## config.mk

```make
export PLATFORM = sky130hd
export DESIGN_NAME = sdram_sequencer
export DESIGN_NICKNAME = d
export VERILOG_FILES = /design/src/verilog/sdram_cmd_pkg.sv /design/src/verilog/sdram_timing_pkg.sv /design/src/verilog/sdram_sequencer.sv
export SDC_FILE = /design/constraint.sdc
export NUM_CORES = 1
export LEC_CHECK = 0
export ABC_AREA = 1
export BUFFER_PORTS_ARGS = -buffer_cell sky130_fd_sc_hd__buf_4
export CORE_MARGIN = 2
export CORE_UTILIZATION = 37
export CTS_BUF_LIST = sky130_fd_sc_hd__clkbuf_4
export DETAILED_ROUTE_END_ITERATION = 10
export HOLD_SLACK_MARGIN = 0.15
export PLACE_DENSITY = 0.66
export SYNTH_ARGS = -nofsm -noshare
export SYNTH_HDL_FRONTEND = slang
export SYNTH_SLANG_ARGS = --single-unit
export TNS_END_PERCENT = 1
```

## constraint.sdc

```tcl
create_clock -name clk -period 1.6 [get_ports clk]
set_input_delay 0.16 -clock clk [delete_from_list [all_inputs] [get_ports clk]]
set_output_delay 0.16 -clock clk [all_outputs]
set_load 0.05 [all_outputs]
```

## src/verilog/sdram_cmd_pkg.sv

```systemverilog
// ====================================================================
// sdram commands
// command encodings, mode register and address word layout
// ====================================================================

package sdram_cmd_pkg;

	// {ras_n, cas_n, we_n}
	localparam logic [2:0] cmd_nop = 3'b111;
	localparam logic [2:0] cmd_act = 3'b011;
	localparam logic [2:0] cmd_rd = 3'b101;
	localparam logic [2:0] cmd_wr = 3'b100;
	localparam logic [2:0] cmd_pre = 3'b010;
	localparam logic [2:0] cmd_ar = 3'b001;
	localparam logic [2:0] cmd_mrs = 3'b000;

	// burst length 2, sequential, cas latency 2, burst writes
	localparam logic [11:0] mode_reg = 12'h021;

	// one pin word, read as a row by ACT and as a column by READ/WRITE
	typedef union packed {
		logic [11:0] row;
		struct packed {
			logic       spare_hi;
			logic       ap;
			logic       spare_lo;
			logic [7:0] word;
			// beat select, bursts always start on the even column
			logic       pad;
		} col;
	} sdram_addr_u;

	// 22 bit user word address is {bank, row, word column}
	localparam int bank_msb = 21;
	localparam int row_lsb = 8;
	localparam int col_lsb = 0;

	function automatic sdram_addr_u row_word(input logic [21:0] a);
		sdram_addr_u w;
		w.row = a[row_lsb +: 12];
		return w;
	endfunction

	// column word with auto precharge set
	function automatic sdram_addr_u col_word(input logic [21:0] a);
		sdram_addr_u w;
		w = '0;
		w.col.ap = 1'b1;
		w.col.word = a[col_lsb +: 8];
		return w;
	endfunction

	function automatic logic [1:0] bank_of(input logic [21:0] a);
		return a[bank_msb -: 2];
	endfunction

endpackage

```

## src/verilog/sdram_timing_pkg.sv

```systemverilog
// ====================================================================
// sdram timing
// SDRAM timing constants, all counted in clk cycles
// ====================================================================

package sdram_timing_pkg;

	// wait after reset before the first command
	// shortened for simulation, a real part needs 100 us or more
	localparam int t_powerup = 100;

	// precharge to next command
	localparam int t_rp = 2;
	// auto refresh cycle time
	localparam int t_rfc = 7;
	// mode register set to next command
	localparam int t_mrd = 2;
	// activate to read or write
	localparam int t_rcd = 2;
	// last write beat to precharge (write recovery)
	localparam int t_wr = 2;
	// read command to first data beat
	localparam int cas_lat = 2;
	// one auto refresh is due this often
	localparam int t_refi = 390;

endpackage

```

## src/verilog/sdram_sequencer.sv

```systemverilog
// ====================================================================
// sdram sequencer
// power-up sequence, refresh timer and command bus arbitration
// between initialization, the write engine and the read engine
// ====================================================================
`timescale 1ns/1ps

module sdram_sequencer (
	input  logic        clk,
	input  logic        rst,
	input  logic        wr_req,
	input  logic        rd_req,
	input  logic        rd_fifo_full,
	input  logic        wr_done,
	input  logic        rd_done,
	input  logic [2:0]  wr_cmd,
	input  logic [11:0] wr_addr,
	input  logic [1:0]  wr_bank,
	input  logic [2:0]  rd_cmd,
	input  logic [11:0] rd_addr,
	input  logic [1:0]  rd_bank,
	output logic        wr_start,
	output logic        rd_start,
	output logic        sdram_ready,
	output logic        cke,
	output logic        cs_n,
	output logic        ras_n,
	output logic        cas_n,
	output logic        we_n,
	output logic [11:0] addr,
	output logic [1:0]  bank
);

	// init steps first, then the steady states
	localparam logic [3:0] st_pwr = 4'd0;
	localparam logic [3:0] st_ar1 = 4'd1;
	localparam logic [3:0] st_ar2 = 4'd2;
	localparam logic [3:0] st_mrs = 4'd3;
	localparam logic [3:0] st_mrd = 4'd4;
	localparam logic [3:0] st_ready = 4'd5;
	localparam logic [3:0] st_write = 4'd6;
	localparam logic [3:0] st_read = 4'd7;
	localparam logic [3:0] st_refresh = 4'd8;

	logic [3:0]  state;
	logic [15:0] delay;
	logic [2:0]  init_cmd;
	logic [11:0] init_addr;
	logic [$clog2(sdram_timing_pkg::t_refi)-1:0] ref_cnt;
	logic        ref_due;
	logic        ref_issue;

	// refresh wins over any grant and only starts from an idle bus
	assign ref_issue = (state == st_ready) && (delay == '0) && ref_due;

	// free running refresh interval counter
	always_ff @(posedge clk) begin
		if (rst) begin
			ref_cnt <= '0;
			ref_due <= 1'b0;
		end else if (ref_cnt == ($bits(ref_cnt))'(sdram_timing_pkg::t_refi - 1)) begin
			ref_cnt <= '0;
			ref_due <= 1'b1;
		end else begin
			ref_cnt <= ref_cnt + 1'b1;
			if (ref_issue) begin
				ref_due <= 1'b0;
			end
		end
	end

	always_ff @(posedge clk) begin
		if (rst) begin
			state <= st_pwr;
			delay <= 16'(sdram_timing_pkg::t_powerup);
			cke <= 1'b0;
			cs_n <= 1'b1;
			init_cmd <= sdram_cmd_pkg::cmd_nop;
			init_addr <= '0;
			sdram_ready <= 1'b0;
			wr_start <= 1'b0;
			rd_start <= 1'b0;
		end else begin
			// commands and grants are one cycle pulses
			init_cmd <= sdram_cmd_pkg::cmd_nop;
			wr_start <= 1'b0;
			rd_start <= 1'b0;
			if (delay != '0) begin
				delay <= delay - 1'b1;
			end else begin
				case (state)
					st_pwr: begin
						// clock enable on, precharge all banks via a10
						cke <= 1'b1;
						cs_n <= 1'b0;
						init_cmd <= sdram_cmd_pkg::cmd_pre;
						init_addr <= 12'h400;
						delay <= 16'(sdram_timing_pkg::t_rp);
						state <= st_ar1;
					end
					st_ar1: begin
						init_cmd <= sdram_cmd_pkg::cmd_ar;
						delay <= 16'(sdram_timing_pkg::t_rfc);
						state <= st_ar2;
					end
					st_ar2: begin
						init_cmd <= sdram_cmd_pkg::cmd_ar;
						delay <= 16'(sdram_timing_pkg::t_rfc);
						state <= st_mrs;
					end
					st_mrs: begin
						init_cmd <= sdram_cmd_pkg::cmd_mrs;
						init_addr <= sdram_cmd_pkg::mode_reg;
						delay <= 16'(sdram_timing_pkg::t_mrd - 1);
						state <= st_mrd;
					end
					st_mrd: begin
						sdram_ready <= 1'b1;
						state <= st_ready;
					end
					st_ready: begin
						// refresh, then write, then read
						if (ref_issue) begin
							init_cmd <= sdram_cmd_pkg::cmd_ar;
							delay <= 16'(sdram_timing_pkg::t_rfc);
							state <= st_refresh;
						end else if (wr_req) begin
							wr_start <= 1'b1;
							state <= st_write;
						end else if (rd_req && !rd_fifo_full) begin
							rd_start <= 1'b1;
							state <= st_read;
						end
					end
					st_write: if (wr_done) state <= st_ready;
					st_read: if (rd_done) state <= st_ready;
					// t_rfc already counted down
					st_refresh: state <= st_ready;
					default: state <= st_pwr;
				endcase
			end
		end
	end

	// pins follow the owner of the bus
	always_comb begin
		case (state)
			st_write: begin
				{ras_n, cas_n, we_n} = wr_cmd;
				addr = wr_addr;
				bank = wr_bank;
			end
			st_read: begin
				{ras_n, cas_n, we_n} = rd_cmd;
				addr = rd_addr;
				bank = rd_bank;
			end
			default: begin
				{ras_n, cas_n, we_n} = init_cmd;
				addr = init_addr;
				bank = 2'b00;
			end
		endcase
	end

endmodule

```

# After elaboration in Yosys (flattened, before gate mapping)
# Index checks and enable logic that the tools add are counted.
[totals]
regBits = 50
word_cells = 70
in_bits = 41
out_inout_bits = 22
[op_classes]
bitwise_logic = 2
n_addsub = 2
n_reduce_logical = 21
n_eq_ne = 13
muxes = 21
[op_table]
columns = ["op", "count"]
rows = [
  ["one-hot mux 16 bit (4 select lines)", 1],
  ["one-hot mux 12 bit (2 select lines)", 2],
  ["two-way mux 16 bit", 2],
  ["one-hot mux 4 bit (8 select lines)", 1],
  ["two-way mux 4 bit", 5],
  ["equality test 4 x 3 -> 1 bit (second input constant)", 4],
  ["zero test 16 bit", 1],
  ["nonzero test 16 bit", 1],
  ["subtractor 16 x 1 -> 16 bit (second input constant)", 1],
  ["one-hot mux 3 bit (4 select lines)", 1],
  ["adder 9 x 1 -> 9 bit (second input constant)", 1],
  ["equality test 9 bit (second input constant)", 1],
  ["equality test 4 x 2 -> 1 bit (second input constant)", 2],
  ["AND reduction 2 bit", 4],
  ["OR reduction 2 bit", 4],
  ["one-hot mux 1 bit (2 select lines)", 3],
  ["nonzero test 5 bit", 1],
  ["OR reduction 5 bit", 1],
  ["equality test 4 x 1 -> 1 bit (second input constant)", 1],
  ["equality test 4 bit (second input constant)", 1],
  ["zero test 4 bit", 1],
  ["two-way mux 1 bit", 4],
  ["!= test 2 bit (second input constant)", 2],
  ["!= test 4 x 3 -> 1 bit (second input constant)", 1],
  ["9 further kinds", 13],
]

# Longest topological paths before layout
# Gate-level depths: netlist (run 1).
[depth]
word_depth = 6
mapped_depth = 13
ltp_nobuf = 13

# Least setup slack after synthesis (run 1)
# OpenSTA, ideal clock, no wires.
[synth_path]
kind = "register -> output"
from = "reg state[3]"
to = "out addr[1]"
stages_incl_launch_ff = 8
setup_slack_ps = 54
arrival_ps = 1386
n_path_buf = 1
cell_sequence = "dfxtp_1 -> inv_1 -> nand2_2 -> nor2_1 -> nand2_1 -> clkinv_1 -> buf_2 -> a22o_1"
[synth_via]
elab_chain_len = 2
word_cells_on_any_way = 3
cone_classes = "eq/ne: 2; mux: 1"
[synth_rtl]
columns = ["element", "line_no", "source"]
rows = [
  ["start: declaration", "sdram_sequencer.sv:45", "logic [3:0] state;"],
  ["start signal: assignment", "sdram_sequencer.sv:74", "state <= st_pwr;"],
  ["start signal: assignment", "sdram_sequencer.sv:99", "state <= st_ar1;"],
  ["start signal: assignment", "sdram_sequencer.sv:104", "state <= st_ar2;"],
  ["equality test 4 x 3 -> 1 bit", "sdram_sequencer.sv:147", "case (state)"],
  ["one-hot mux 12 bit (2 select lines) (*)", "sdram_sequencer.sv:147", ""],
  ["end: declaration", "sdram_sequencer.sv:30", "output logic [11:0] addr,"],
]
# Mark *: on every way between the ends. The rest lies on a longest branch, timed or not.

# Worst setup path in the final report (run 1)
[layout_path]
from = "reg state[3]"
to = "out addr[9]"
# The elaborated chain is that of the path after synthesis.

==> results.json, run 1 <==
{
  "outcome": "finished, violations left",
  "violations": "setup timing",
  "met1_usage_pct": 21.50,
  "syn_area_sq_um": 2202,
  "worst_slack_ns": -0.06206,
  "rr_endpoint": "state[3]$_SDFFE_PP0P_",
  "synth_top_area_share_pct": 36.36,
  "ys_seq_area_share_pct": 36.36,
  "worstPathMaxFanout": 8,
  "fin_crit_ns": 1.662,
  "dieHeight_um": 81.15,
  "place.gp.congestion": 0.9075,
  "rrSetupSlack_ns": 0.03,
  "ys_ff_latch": 40,
  "hp-class": "primary input to flip-flop",
  "startpoint": "state[3]$_SDFFE_PP0P_",
  "grt_pass1_vias": 2086,
  "critPathArrivalTime_ns": 1.50,
  "synthTopCellsByCount": "nand2_1, dfxtp_1, nor2_1, inv_1, nand3_1",
  "drcViolationCount": 0,
  "post_drt_wl_per_cell_um": 11.23,
  "fillers": 580,
  "first_pass_iters": 4,
  "rsz0062_at_grt": "yes",
  "syn_area_per_cell_sq_um": 7.081,
  "dpl.hpwl_mm": 4.004,
  "cts_tree": "done",
  "wirelength_mm": 5.302,
  "port_buffers": 62,
  "r2r-start": "delay[1]$_SDFFE_PP0P_",
  "io_pins": 63,
  "syn_inst": 311,
  "via_per_inst": 4.746,
  "drtIter0Drc": 81,
  "layout.nets": 441,
  "grt_first_pass_wirelength_mm": 8.976,
  "drive_gt1_share_pct": 32.75,
  "clock_path_buffers": 2,
  "vias": 2240,
  "synth_edf_count": 0,
  "clk_latency_ns": 0.34,
  "tightest_slew_ns": 0.3126,
  "ir_drop_mv": 0.3875,
  "post_synth_num_cell_types": 35,
  "relSlewSlack_pct": 79.13,
  "slew_violations": 0,
  "clk_pin_slew_ns": 0.12,
  "start_util_pct": 37.64,
  "cp-endpoint": "addr[9]",
  "finalHoldViolCount": 0,
  "utilization_pct": 53.23,
  "yosysMostFrequentCell": "nand2_1",
  "std_cell_rows": 28,
  "cts_buffers": 5,
  "cap_violations": 0,
  "gr-usage-met3_pct": 4.444,
  "use_met2_pct": 29.26,
  "grt_start_max_net_pins": 17,
  "syn-num-nets": 356,
  "cts_sinks": 40,
  "finalPower_mw": 1.933,
  "synthToLayoutAreaGrowth_pct": 41.42,
  "antenna_left": 0,
  "diodes": 0,
  "dieArea_sq_um": 6585,
  "finClkSkew_ns": 0.007635,
  "grt_antenna_before_repair": 0,
  "crit_type": "flip-flop to output port",
  "dpl_worst_slack_ns": -0.1028,
  "cts_root_buffer": "clkbuf_4",
  "synth_area_leaders": "dfxtp_1, nand2_1, nor2_1",
  "synth_top_cell_by_area": "dfxtp_1",
  "die_w_um": 81.15,
  "worst_setup_path_end_kind": "output port",
  "synth_flop_cell": "dfxtp_1",
  "busiest_layer": "met2",
  "htree_levels": 2,
  "leakage_nw": 1.521,
  "finalCritPeriodShare_pct": 103.9,
  "rr_worst_depth": 13,
  "setup_viol": 17,
  "core-area_sq_um": 5851,
  "synth_warnings": 0,
  "grtUsageTotal_pct": 17.13,
  "synthArstFlopShare_pct": 0,
  "pwr_density_cell_nw_per_um2": 620.7,
  "grt_overflow": 0,
  "critPathLaunchType": "flip-flop",
  "holdWs_ns": 0.2908,
  "required_ns": 1.44,
  "fmax_mhz": 601.7
}
## worst max-delay path: stages (launching register included)
cell,delay [ns]
dfxtp_2,0.34
inv_2,0.07
nand2_4,0.06
nor2_2,0.16
nand2_4,0.11
inv_4,0.11
a22o_1,0.16
buf_6,0.16
## power breakdown
group	internal, mW	switching, mW
sequential	1.02	0.0252
clock	0.319	0.318
combinational	0.131	0.117
total	1.47	0.460
## placed cells by master, fill, tap and decap left out, types with 9 or more instances in the layout
cell     count
dfxtp_1     35
xor2_1       9
buf_4       57
buf_6       19
nand3_1     15
inv_1       31
o21ai_0      9
nand2_1     70
nor3_1      11
a22o_1      11
nor2_1      38
## per-stage QoR
stage	area, sq um	TNS [ns]	instances
after floorplan	2202	0	311
after global placement	2811	-0.5239	453
after global routing	3114	-2.866	472
after detailed placement	2811	-1.151	453
after CTS	3073	-1.059	472
final	3114	-0.6308	472
## cell families (layout without fill, tap and decap cells)
logic type | Yosys count | after routing | share of synthesized area, %
fa+ha+maj | 4 | 4 | 2.273
simple gates | 176 | 176 | 37.90
xor+xnor | 14 | 14 | 5.568
flops | 40 | 40 | 36.36
compound gates | 33 | 33 | 10.00
buf+inv | 44 | 130 | 7.898
## what timing repair did
item,in CTS,in global routing
setup buffers,4,0
resized for setup,35,11
pin swaps,2,2
hold endpoints to repair,15,0
endpoints found under the setup margin,17,37
hold buffers,4,0
cloned,3,0
## routing by layer
metal | part of all wire [%] | vias up
li1 | - | 1172
met1 | 47 | 1005
met2 | 45 | 57
met3 | 7.0 | 6
met4 | 0.91 | 0
met5 | 0 | -
## sequential cells by signal, indices dropped and copies added, names as in the netlist
register	count
ref_due	1
init_cmd	3
wr_start	1
init_addr	2
delay	16
state	4
cke	1
sdram_ready	1
cs_n	1
rd_start	1
ref_cnt	9
## worst min-delay path by stage
stage | from | depth (start not counted) | to | slack [ns]
4_1_cts | rd_req | 6 | state[1]$_SDFFE_PP0P_ | 0.28
2_1_floorplan | rst | 1 | delay[10]$_SDFFE_PP0P_ | 0.24
3_5_place_dp | cs_n$_SDFFE_PP1P_ | 2 | cs_n$_SDFFE_PP1P_ | 0.44
3_3_place_gp | cs_n$_SDFFE_PP1P_ | 2 | cs_n$_SDFFE_PP1P_ | 0.44
6_report | rd_req | 6 | state[1]$_SDFFE_PP0P_ | 0.29
5_1_grt | rd_req | 6 | state[1]$_SDFFE_PP0P_ | 0.31
## cell type report
class	count	area, sq um	area share (%)
Multi-Input combinational cell	227	1279	41.06
Sequential cell	40	807.0	25.91
Timing Repair Buffer	81	686.9	22.06
Inverter	40	166.4	5.344
Tap cell	75	93.84	3.013
Clock buffer	5	37.54	1.205
Clock inverter	3	37.54	1.205
Timing Repair inverter	1	6.256	0.2009
Power figures use the tool's default switching activity.
==> run 2: changes to the inputs <==
- CORE_ASPECT_RATIO: unset -> 0.5
- SKIP_LAST_GASP: unset -> 1
==> run 2 against run 1 <==
The flow finishes with violations (DRC, setup timing). Sequential power is essentially flat. Final cell count shrank 0.85%. Critical path type unchanged. Combinational power shrank 4%. Hold slack lost 0.014 ns. Maximum frequency shrank 2.5%. Register-to-register slack is essentially flat. Routed wire length grew 5.6%.
==> results.json, run 2 (synthesized netlist as in run 1, its figures left out) <==
{
  "outcome": "finished, violations left",
  "violations": "DRC, setup timing",
  "grt_antenna_before_repair": 0,
  "cts_buffers": 5,
  "core-area_sq_um": 5610,
  "seqPwrFrac_pct": 53.4,
  "reg.largest.list": "delay: 16 flops, ref_cnt: 9 flops, state: 4 flops",
  "setup_viol": 17,
  "crit_type": "flip-flop to output port",
  "first_pass_iters": 8,
  "finalHoldViolCount": 0,
  "post_drt_wl_per_cell_um": 11.96,
  "dpl.hpwl_mm": 4.226,
  "clk_latency_ns": 0.36,
  "finalCritPeriodShare_pct": 106.5,
  "drive_gt1_share_pct": 31.39,
  "rrSetupSlack_ns": 0.02,
  "startpoint": "state[3]$_SDFFE_PP0P_",
  "cp-endpoint": "addr[4]",
  "drtIter0Drc": 90,
  "combPwrFrac_pct": 12.2,
  "tightest_slew_ns": 0.3034,
  "htree_levels": 2,
  "dp_cells": 449,
  "vias": 2273,
  "rsz0062_at_grt": "yes",
  "dieHeight_um": 58.55,
  "cts_tree": "done",
  "rr_worst_depth": 9,
  "dieArea_sq_um": 6622,
  "fin_crit_ns": 1.705,
  "switching_power_mw": 0.4922,
  "critPathLaunchType": "flip-flop",
  "grt_start_max_net_pins": 18,
  "cp.depth": 8,
  "start_util_pct": 39.25,
  "diodes": 0,
  "via_per_inst": 4.857,
  "clkPwrFrac_pct": 34.4,
  "worst_slack_ns": -0.1048,
  "required_ns": 1.44,
  "relSlewSlack_pct": 79.70,
  "cp_top_family": "buffers and inverters",
  "cts_root_buffer": "clkbuf_4",
  "cts_sinks": 40,
  "leakage_nw": 1.516,
  "intPower_mw": 1.473,
  "largest_reg_flops": 16,
  "io_pins": 63,
  "synthToLayoutAreaGrowth_pct": 41.65,
  "clk_pin_slew_ns": 0.13,
  "pwr_density_cell_nw_per_um2": 630.0,
  "fmax_mhz": 586.6,
  "dpl_worst_slack_ns": 0.03060,
  "port_buffers": 62,
  "cpPeakStageDelay_ns": 0.35,
  "drcViolationCount": 10,
  "cp_cell_sequence": "inv_2 > nand2_4 > nor2_4 > nand2_2 > inv_4 > clkbuf_16 > a22o_1 > buf_6",
  "finClkSkew_ns": 0.01100,
  "slowest_stage": "dfxtp_2",
  "grt_first_pass_wirelength_mm": 9.149,
  "wirelength_mm": 5.599,
  "worstPathMaxFanout": 8,
  "grtUsageTotal_pct": 17.01,
  "grt_overflow": 0,
  "max_flop_register": "delay",
  "worst_setup_path_end_kind": "output port",
  "layout.nets": 439,
  "place.gp.congestion": 0.8999,
  "crit_buf_inv": 4,
  "critPathArrivalTime_ns": 1.54,
  "hp-class": "primary input to flip-flop",
  "die_w_um": 113.1,
  "slew_violations": 0,
  "finalPower_mw": 1.965,
  "netSwitchingFraction_pct": 25.05,
  "grt_pass1_vias": 2127,
  "cap_violations": 0,
  "rr_endpoint": "state[0]$_SDFFE_PP0P_",
  "utilization_pct": 55.60,
  "fin_cells": 468,
  "setup_tns_ns": -1.507,
  "mostFrequentLayoutCells": "nand2_1, buf_4, nor2_1, dfxtp_1, inv_1",
  "std_cell_rows": 19,
  "final_common_cell": "nand2_1",
  "r2r-start": "delay[0]$_SDFFE_PP0P_",
  "ir_drop_mv": 0.3423,
  "antenna_left": 0,
  "clock_path_buffers": 2
}
[run 2: area by class of cell]
class                      count  area (sq um)
clock buffer                   5         37.54
clock inverter                 3         42.54
fill                         516          2491
inverter                      40         161.4
multi-input combinational    227          1255
sequential                    40         808.3
tap                           73         91.34
timing repair buffer          80         723.2
[run 2: routing by layer]
layer	vias up	routed length [um]	track usage [%]
li1	1164	-	-
met5	-	0	0
met3	5	361	3.811
met4	0	46	5.923
met1	1049	2537	20.60
met2	55	2654	30.54
[run 2: metrics by stage]
stage | area [sq um] | hold slack, ns
after floorplan | 2202 | 0.2385
after global placement | 2819 | 0.4283
after detailed placement | 2819 | 0.4356
after CTS | 3010 | 0.2728
after global routing | 3119 | 0.3314
final | 3119 | 0.2770
[run 2: power by group through the flow]
stage	clock network (mW)	registers (mW)	logic, mW
6_report	0.676	1.05	0.239
5_1_grt	0.730	1.05	0.273
4_1_cts	0.699	1.05	0.240
3_5_place_dp	0	1.07	0.231
3_3_place_gp	0	1.07	0.227
2_1_floorplan	0	1.07	0.126
[run 2: timing repair]
item,in CTS,in global routing
cloned,0,2
gates resized for setup,18,15
hold buffers,4,0
endpoints found under the hold margin,15,0
pin swaps,1,3
buffers inserted,2,3
setup endpoints to repair,17,38
[run 2: worst min-delay path by stage]
stage	startpoint	slack, ns	depth (start not counted)	to
4_1_cts	rd_req	0.27	6	state[1]$_SDFFE_PP0P_
2_1_floorplan	rst	0.24	1	delay[10]$_SDFFE_PP0P_
6_report	rd_req	0.28	6	state[1]$_SDFFE_PP0P_
3_3_place_gp	cs_n$_SDFFE_PP1P_	0.43	2	cs_n$_SDFFE_PP1P_
5_1_grt	wr_done	0.33	6	state[2]$_SDFFE_PP0P_
3_5_place_dp	cs_n$_SDFFE_PP1P_	0.44	2	cs_n$_SDFFE_PP1P_
[run 2: tightest hold or removal path, stage by stage]
cell and delay (ns):
buf_4 0.07, nand2_1 0.07, nand3_2 0.10, nand2_2 0.07, nor2_1 0.09, nor2_1 0.05
